**src/common/mem_bus_pkg.sv**
```systemverilog
`default_nettype none

package mem_bus_pkg;

    // Lane word widths
    localparam int ADDR_WIDTH   = 32;
    localparam int DATA_WIDTH   = 32;
    localparam int TAG_WIDTH    = 8;
    localparam int BYTEEN_WIDTH = DATA_WIDTH / 8;

    typedef logic [ADDR_WIDTH-1:0]   addr_t;
    typedef logic [DATA_WIDTH-1:0]   data_t;
    typedef logic [BYTEEN_WIDTH-1:0] byteen_t;
    typedef logic [TAG_WIDTH-1:0]    tag_t;

    // One opcode for all lanes of a request
    typedef enum logic {
        MEM_READ  = 1'b0,
        MEM_WRITE = 1'b1
    } mem_op_e;

endpackage

`default_nettype wire

```
**src/common/sched_cfg_pkg.sv**
```systemverilog
`default_nettype none

package sched_cfg_pkg;

    // Lanes per caller request
    localparam int DEF_NUM_REQS = 6;

    // Six lanes over four banks gives a full batch and a partial one
    localparam int DEF_NUM_BANKS = 4;

    // Queue entries, also the number of read slots
    localparam int DEF_QUEUE_SIZE = 4;

endpackage

`default_nettype wire

```
**src/response/slot_table.sv**
```systemverilog
`default_nettype none

module slot_table #(
    parameter int QUEUE_SIZE = sched_cfg_pkg::DEF_QUEUE_SIZE,
    localparam int SLOT_BITS = (QUEUE_SIZE > 1) ? $clog2(QUEUE_SIZE) : 1
) (
    input wire                      clk,
    input wire                      reset,
    input wire                      acquire,
    input wire mem_bus_pkg::tag_t   tag_in,
    output logic [SLOT_BITS-1:0]    free_slot,
    input wire                      release_slot,
    input wire [SLOT_BITS-1:0]      slot,
    output mem_bus_pkg::tag_t       tag_out,
    output logic                    full,
    output logic                    empty
);
    import mem_bus_pkg::*;

    logic [QUEUE_SIZE-1:0] busy;
    tag_t                  tags [QUEUE_SIZE];

    // Lowest free slot wins
    always_comb begin
        free_slot = '0;
        for (int i = QUEUE_SIZE - 1; i >= 0; i--) begin
            if (!busy[i]) begin
                free_slot = SLOT_BITS'(i);
            end
        end
    end

    always_ff @(posedge clk) begin
        if (reset) begin
            busy <= '0;
        end else begin
            if (acquire) begin
                busy[free_slot] <= 1'b1;
            end
            if (release_slot) begin
                busy[slot] <= 1'b0;
            end
        end
    end

    always_ff @(posedge clk) begin
        if (acquire) begin
            tags[free_slot] <= tag_in;
        end
    end

    assign tag_out = tags[slot];
    assign full    = &busy;
    assign empty   = ~|busy;

    a_no_acquire_full: assert property (@(posedge clk) disable iff (reset) acquire |-> !full);
    a_release_busy: assert property (@(posedge clk) disable iff (reset)
        release_slot |-> busy[slot]);

endmodule

`default_nettype wire

```
**config.mk**
```make
export PLATFORM = sky130hd
export DESIGN_NAME = slot_table
export DESIGN_NICKNAME = d
export VERILOG_FILES = /design/src/common/mem_bus_pkg.sv /design/src/common/sched_cfg_pkg.sv /design/src/response/slot_table.sv
export SDC_FILE = /design/constraint.sdc
export NUM_CORES = 1
export LEC_CHECK = 0
export BUFFER_PORTS_ARGS = -buffer_cell sky130_fd_sc_hd__buf_4
export CAP_MARGIN = 20
export CORE_AREA = 8 8 72 74
export DETAILED_ROUTE_END_ITERATION = 16
export DIE_AREA = 0 0 80 82
export PLACE_DENSITY_LB_ADDON = 0.1
export SETUP_SLACK_MARGIN = 0.2
export SYNTH_ARGS = -nofsm -noshare
export SYNTH_HDL_FRONTEND = slang
export SYNTH_SLANG_ARGS = --single-unit
```
**constraint.sdc**
```tcl
create_clock -name clk -period 3.5 [get_ports clk]
set_clock_uncertainty 0.05 [all_clocks]
set_input_delay 0.35 -clock clk [delete_from_list [all_inputs] [get_ports clk]]
set_output_delay 0.35 -clock clk [all_outputs]
set_load 0.01 [all_outputs]
```
Word-level counts from Yosys, hierarchy flattened. Memories as Yosys holds them, arrays and structs flattened. Cells that the tools add are included.

Shift-type cells: 0. Bitwise gates (word level): 3. Equal/unequal tests: 0. Multiply operators: 0. $lt $le $gt $ge: 4. Div/mod/pow operators: 0. Muxes and demuxes: 13. Add/subtract/negate cells: 0. Reductions and logical operators: 5.

Operator list (count): 2-to-1 mux 4 bit (3); 2-to-1 mux 2 bit (4); < comparator 2 x 3 -> 1 bit (second input constant) (2); AND 4 bit (1); demux 1 bit (select 2 bit) (2); >= comparator 2 x 1 -> 1 bit (second input constant) (2); 2-to-1 mux 1 bit (4); NOT 4 bit (1); bitwise OR 4 bit (1); AND reduction 4 bit (1); OR reduction 4 bit (1); logical AND 1 bit (2); zero test 1 bit (1).

Memories kept: 1. Output and inout port bits: 12. Input port bits: 14. Word-level logic and storage cells: 27. Bits in latches: 0. RAM bits: 32. Memory bits (read-only): 0. Bits in registers: 4.

Memory list: tags (words 4, bits a word 8, rd ports 1, clocked after memory_dff 0, write ports 1, line slot_table.sv:21) `tag_t tags [QUEUE_SIZE];`.

Logic depth before layout (Yosys ltp).
Depth after elaboration: 13. Mapped depth: 4. Gate-level depth less buffers: 3.

Worst setup path before layout. OpenSTA, ideal clock, no wires.

Kind: register to register. Start: register busy[3]. End: memory tags[0][0] (netlist name) (enable). Arrival: 1374 ps. Buffers on the path: 0. Path slack: 1690 ps. Library setup time: 385 ps. Period minus slack after synthesis: 1810 ps. Required time: 3065 ps. Cell stages (with the launch flop): 4. Cell sequence: dfxtp_1 nand2b_1 a21boi_0 nor3b_1.

Cells in the longest elaborated chain, start to end: 4.

RTL lines: from (decl) (line slot_table.sv:20) `logic [QUEUE_SIZE-1:0] busy;`; from (signal assigned) (line slot_table.sv:35) `busy <= '0;`; from (signal, indexed assignment) (line slot_table.sv:38) `busy[free_slot] <= 1'b1;`; from (signal, indexed assignment) (line slot_table.sv:41) `busy[slot] <= 1'b0;`; 2-to-1 mux 2 bit (4 in series) (line slot_table.sv:27) `if (!busy[i]) begin`; named net free_slot[0] (line slot_table.sv:11) `output logic [SLOT_BITS-1:0] free_slot,`; to (decl) (line slot_table.sv:21).

The timed path passes the listed nets, and every way through them passes these cells.

Worst setup path after layout.
Start: memory tags[2][1] (netlist name). End: output tag_out[1].

Cells in the longest elaborated chain, start to end: 1.

RTL lines: memory (4 x 8 bit); to (decl) (line slot_table.sv:14) `output mem_bus_pkg::tag_t tag_out,`.

Every way passes these cells.

==> impl_metrics.toml <==
[drt]
dr.pass1.iters = 4
postRouteAntennaNets = 0
via_per_inst = 4.81
drc_errors = 0
routed_wl_um = 2610
drt-initial-drc-count = 38
wl_per_cell_um = 16.8
vias = 746

[setup_path]
cp-start-kind = "flip-flop"
crit_arrival_ps = 1300
path_cells = "mux4_2 > buf_4"
worst-r2r-setup-slack_ps = 1870
cp-end-kind = "output port"
max_stage_delay_ps = 470
crit_fanout = 1
critical_path_class = "flip-flop to output port"
cp.required_ps = 3100
crit_slowest_cell = "mux4_2"

[cells_and_area]
area_growth_pct = 28.3
antenna_cells = 0
most-common-layout-cells = "edfxtp_1, buf_4, mux4_2, nor2_1, clkbuf_8"
fillers = 393
layout_commonest_cell = "edfxtp_1"
final_cell_area_mm2 = 0.00178
layout-drive-gt1-share_pct = 38.8
nNetsFinal = 116

[clock_tree]
cts_buffer_depth = 2
cts_num_sinks = 36
cts_buffers = 5
cts_setup_buffers = 0
cts_resized = 0
h-tree-depth = 2
cts_hold_buffers = 0
clk_latency_ps = 280
cts_root_buf = "clkbuf_8"
path_clk_slew_ps = 70
cts_tree = "done"

[sta]
max-slew-margin-rel_pct = 43.2
fin_crit_sh_pct = 48.5
rsz0062_at_grt = "false"
worst_pin_slew_ps = 849
final-hold-violation-count = 0
holdWs_ps = 216
final.setup.tns_ps = 0
finalSetupViolCount = 0
finalCriticalPeriod_ps = 1700
fmax_mhz = 589
finalMaxSlewViolations = 0

[place]
io_buffers = 25
dpl_cell_area_mm2 = 0.00162
dpl.hpwl_um = 1770
gp_congestion = 0.665

[logic_synthesis]
synth_top_area_share_pct = 69.2
synth_area_per_cell_um2 = 19.0
seq_area_frac_synth_pct = 75.0
yosys.area.top_type = "edfxtp_1"
synth-seq-cells = 36
synthCells = 73
synthTopCellsByArea = "edfxtp_1, mux4_2, dfxtp_1"
syn-num-nets = 87
ys_warn_count = 0
yosysUniqueCellTypes = 20
syn_area_mm2 = 0.00139

[die]
start_util_pct = 33.5
die_h_um = 82
io_pins = 26
core_area_mm2 = 0.00414
row_count = 24
dieWidth_um = 80
die-area_mm2 = 0.00656

[global_route]
antenna_found_initial = 0
grt_overflow_total = 0
grt_max_degree = 13
grt_pass1_wl_um = 4080
grt_pass1_vias = 796
grtUsageTotal_pct = 8.61

[power_and_ir_drop]
ir_drop_v = 0.000284
p_leak_nw = 0.629
p_per_area_mw_per_mm2 = 592

[worst_hold_path]
min_path_type = "input port to flip-flop"

[job]
maxCapViolations = 0

[status]
status = "finished clean"
## synthesized netlist by cell type (all sizes together)
cell,number
nor3,2
a41oi,1
nand2,4
nand2b,1
a311oi,2
dfxtp,4
nand3,1
edfxtp,32
nor2,6
nor3b,2
buf,3
a21boi,1
a21oi,2
a31oi,1
inv,1
clkbuf,1
nor4,1
mux4,8
## critical path, delay by kind of cell (launching register included)
| family | cells | cell delay [ps] |
|---|---|---|
| buffers and inverters | 1 | 160 |
| flip-flops | 1 | 390 |
| multiplexers | 1 | 470 |
## where the power goes
group / internal, W / switching (W)
registers: 0.000481 / 0.00000542
clock network: 0.000356 / 0.000142
logic: 0.0000363 / 0.0000331
total: 0.000874 / 0.000180
## cell type report
| class | count | area [um^2] | share of cell area (%) |
|---|---|---|---|
| Sequential cell | 36 | 1040 | 58.4 |
| Clock inverter | 3 | 90.1 | 5.06 |
| Clock buffer | 5 | 68.8 | 3.86 |
| Tap cell | 52 | 65.1 | 3.65 |
| Timing Repair Buffer | 26 | 195 | 11.0 |
| Inverter | 1 | 3.75 | 0.211 |
| Multi-Input combinational cell | 32 | 318 | 17.8 |
## per-stage QoR
step                power (W)  utilization (%)  worst slack, ps  instances
global route          0.00109             43.0             1710        155
finish                0.00105             43.0             1800        155
floorplan            0.000529                -             1690         73
CTS                   0.00107             43.0             1780        155
detailed placement   0.000568             39.2             1780        147
global placement     0.000567             39.2             1790        147
## registers in the layout (all words and copies together) (netlist names)
| signal | count |
|---|---|
| busy | 4 |
| tags | 32 |
## path summary, 6_finish.rpt
kind | from | endpoint | depth (start not counted)
setup / recovery | tags[2][1]$_DFFE_PP_ | tag_out[1] | 2
hold / removal | reset | busy[3]$_SDFF_PP0_ | 2
setup reg to reg | busy[0]$_SDFF_PP0_ | tags[3][0]$_DFFE_PP_ | 2
hold reg to reg | busy[0]$_SDFF_PP0_ | busy[0]$_SDFF_PP0_ | 2
## metal layers
layer,vias to the layer above,GRT usage [%],wire length (um)
li1,351,-,-
met1,374,10.0,1100
met2,19,13.7,1320
met3,2,3.28,175
met4,0,4.36,16
met5,-,0,0
## logic make-up (layout without fill, tap and decap cells)
kind of cell | Yosys count | count (layout) | synth area share [%]
flops | 36 | 36 | 75.0
mux | 8 | 8 | 13.5
simple gates | 17 | 17 | 5.77
buf+inv | 5 | 35 | 2.16
compound gates | 7 | 7 | 3.60
Power figures use the tool's default switching activity.
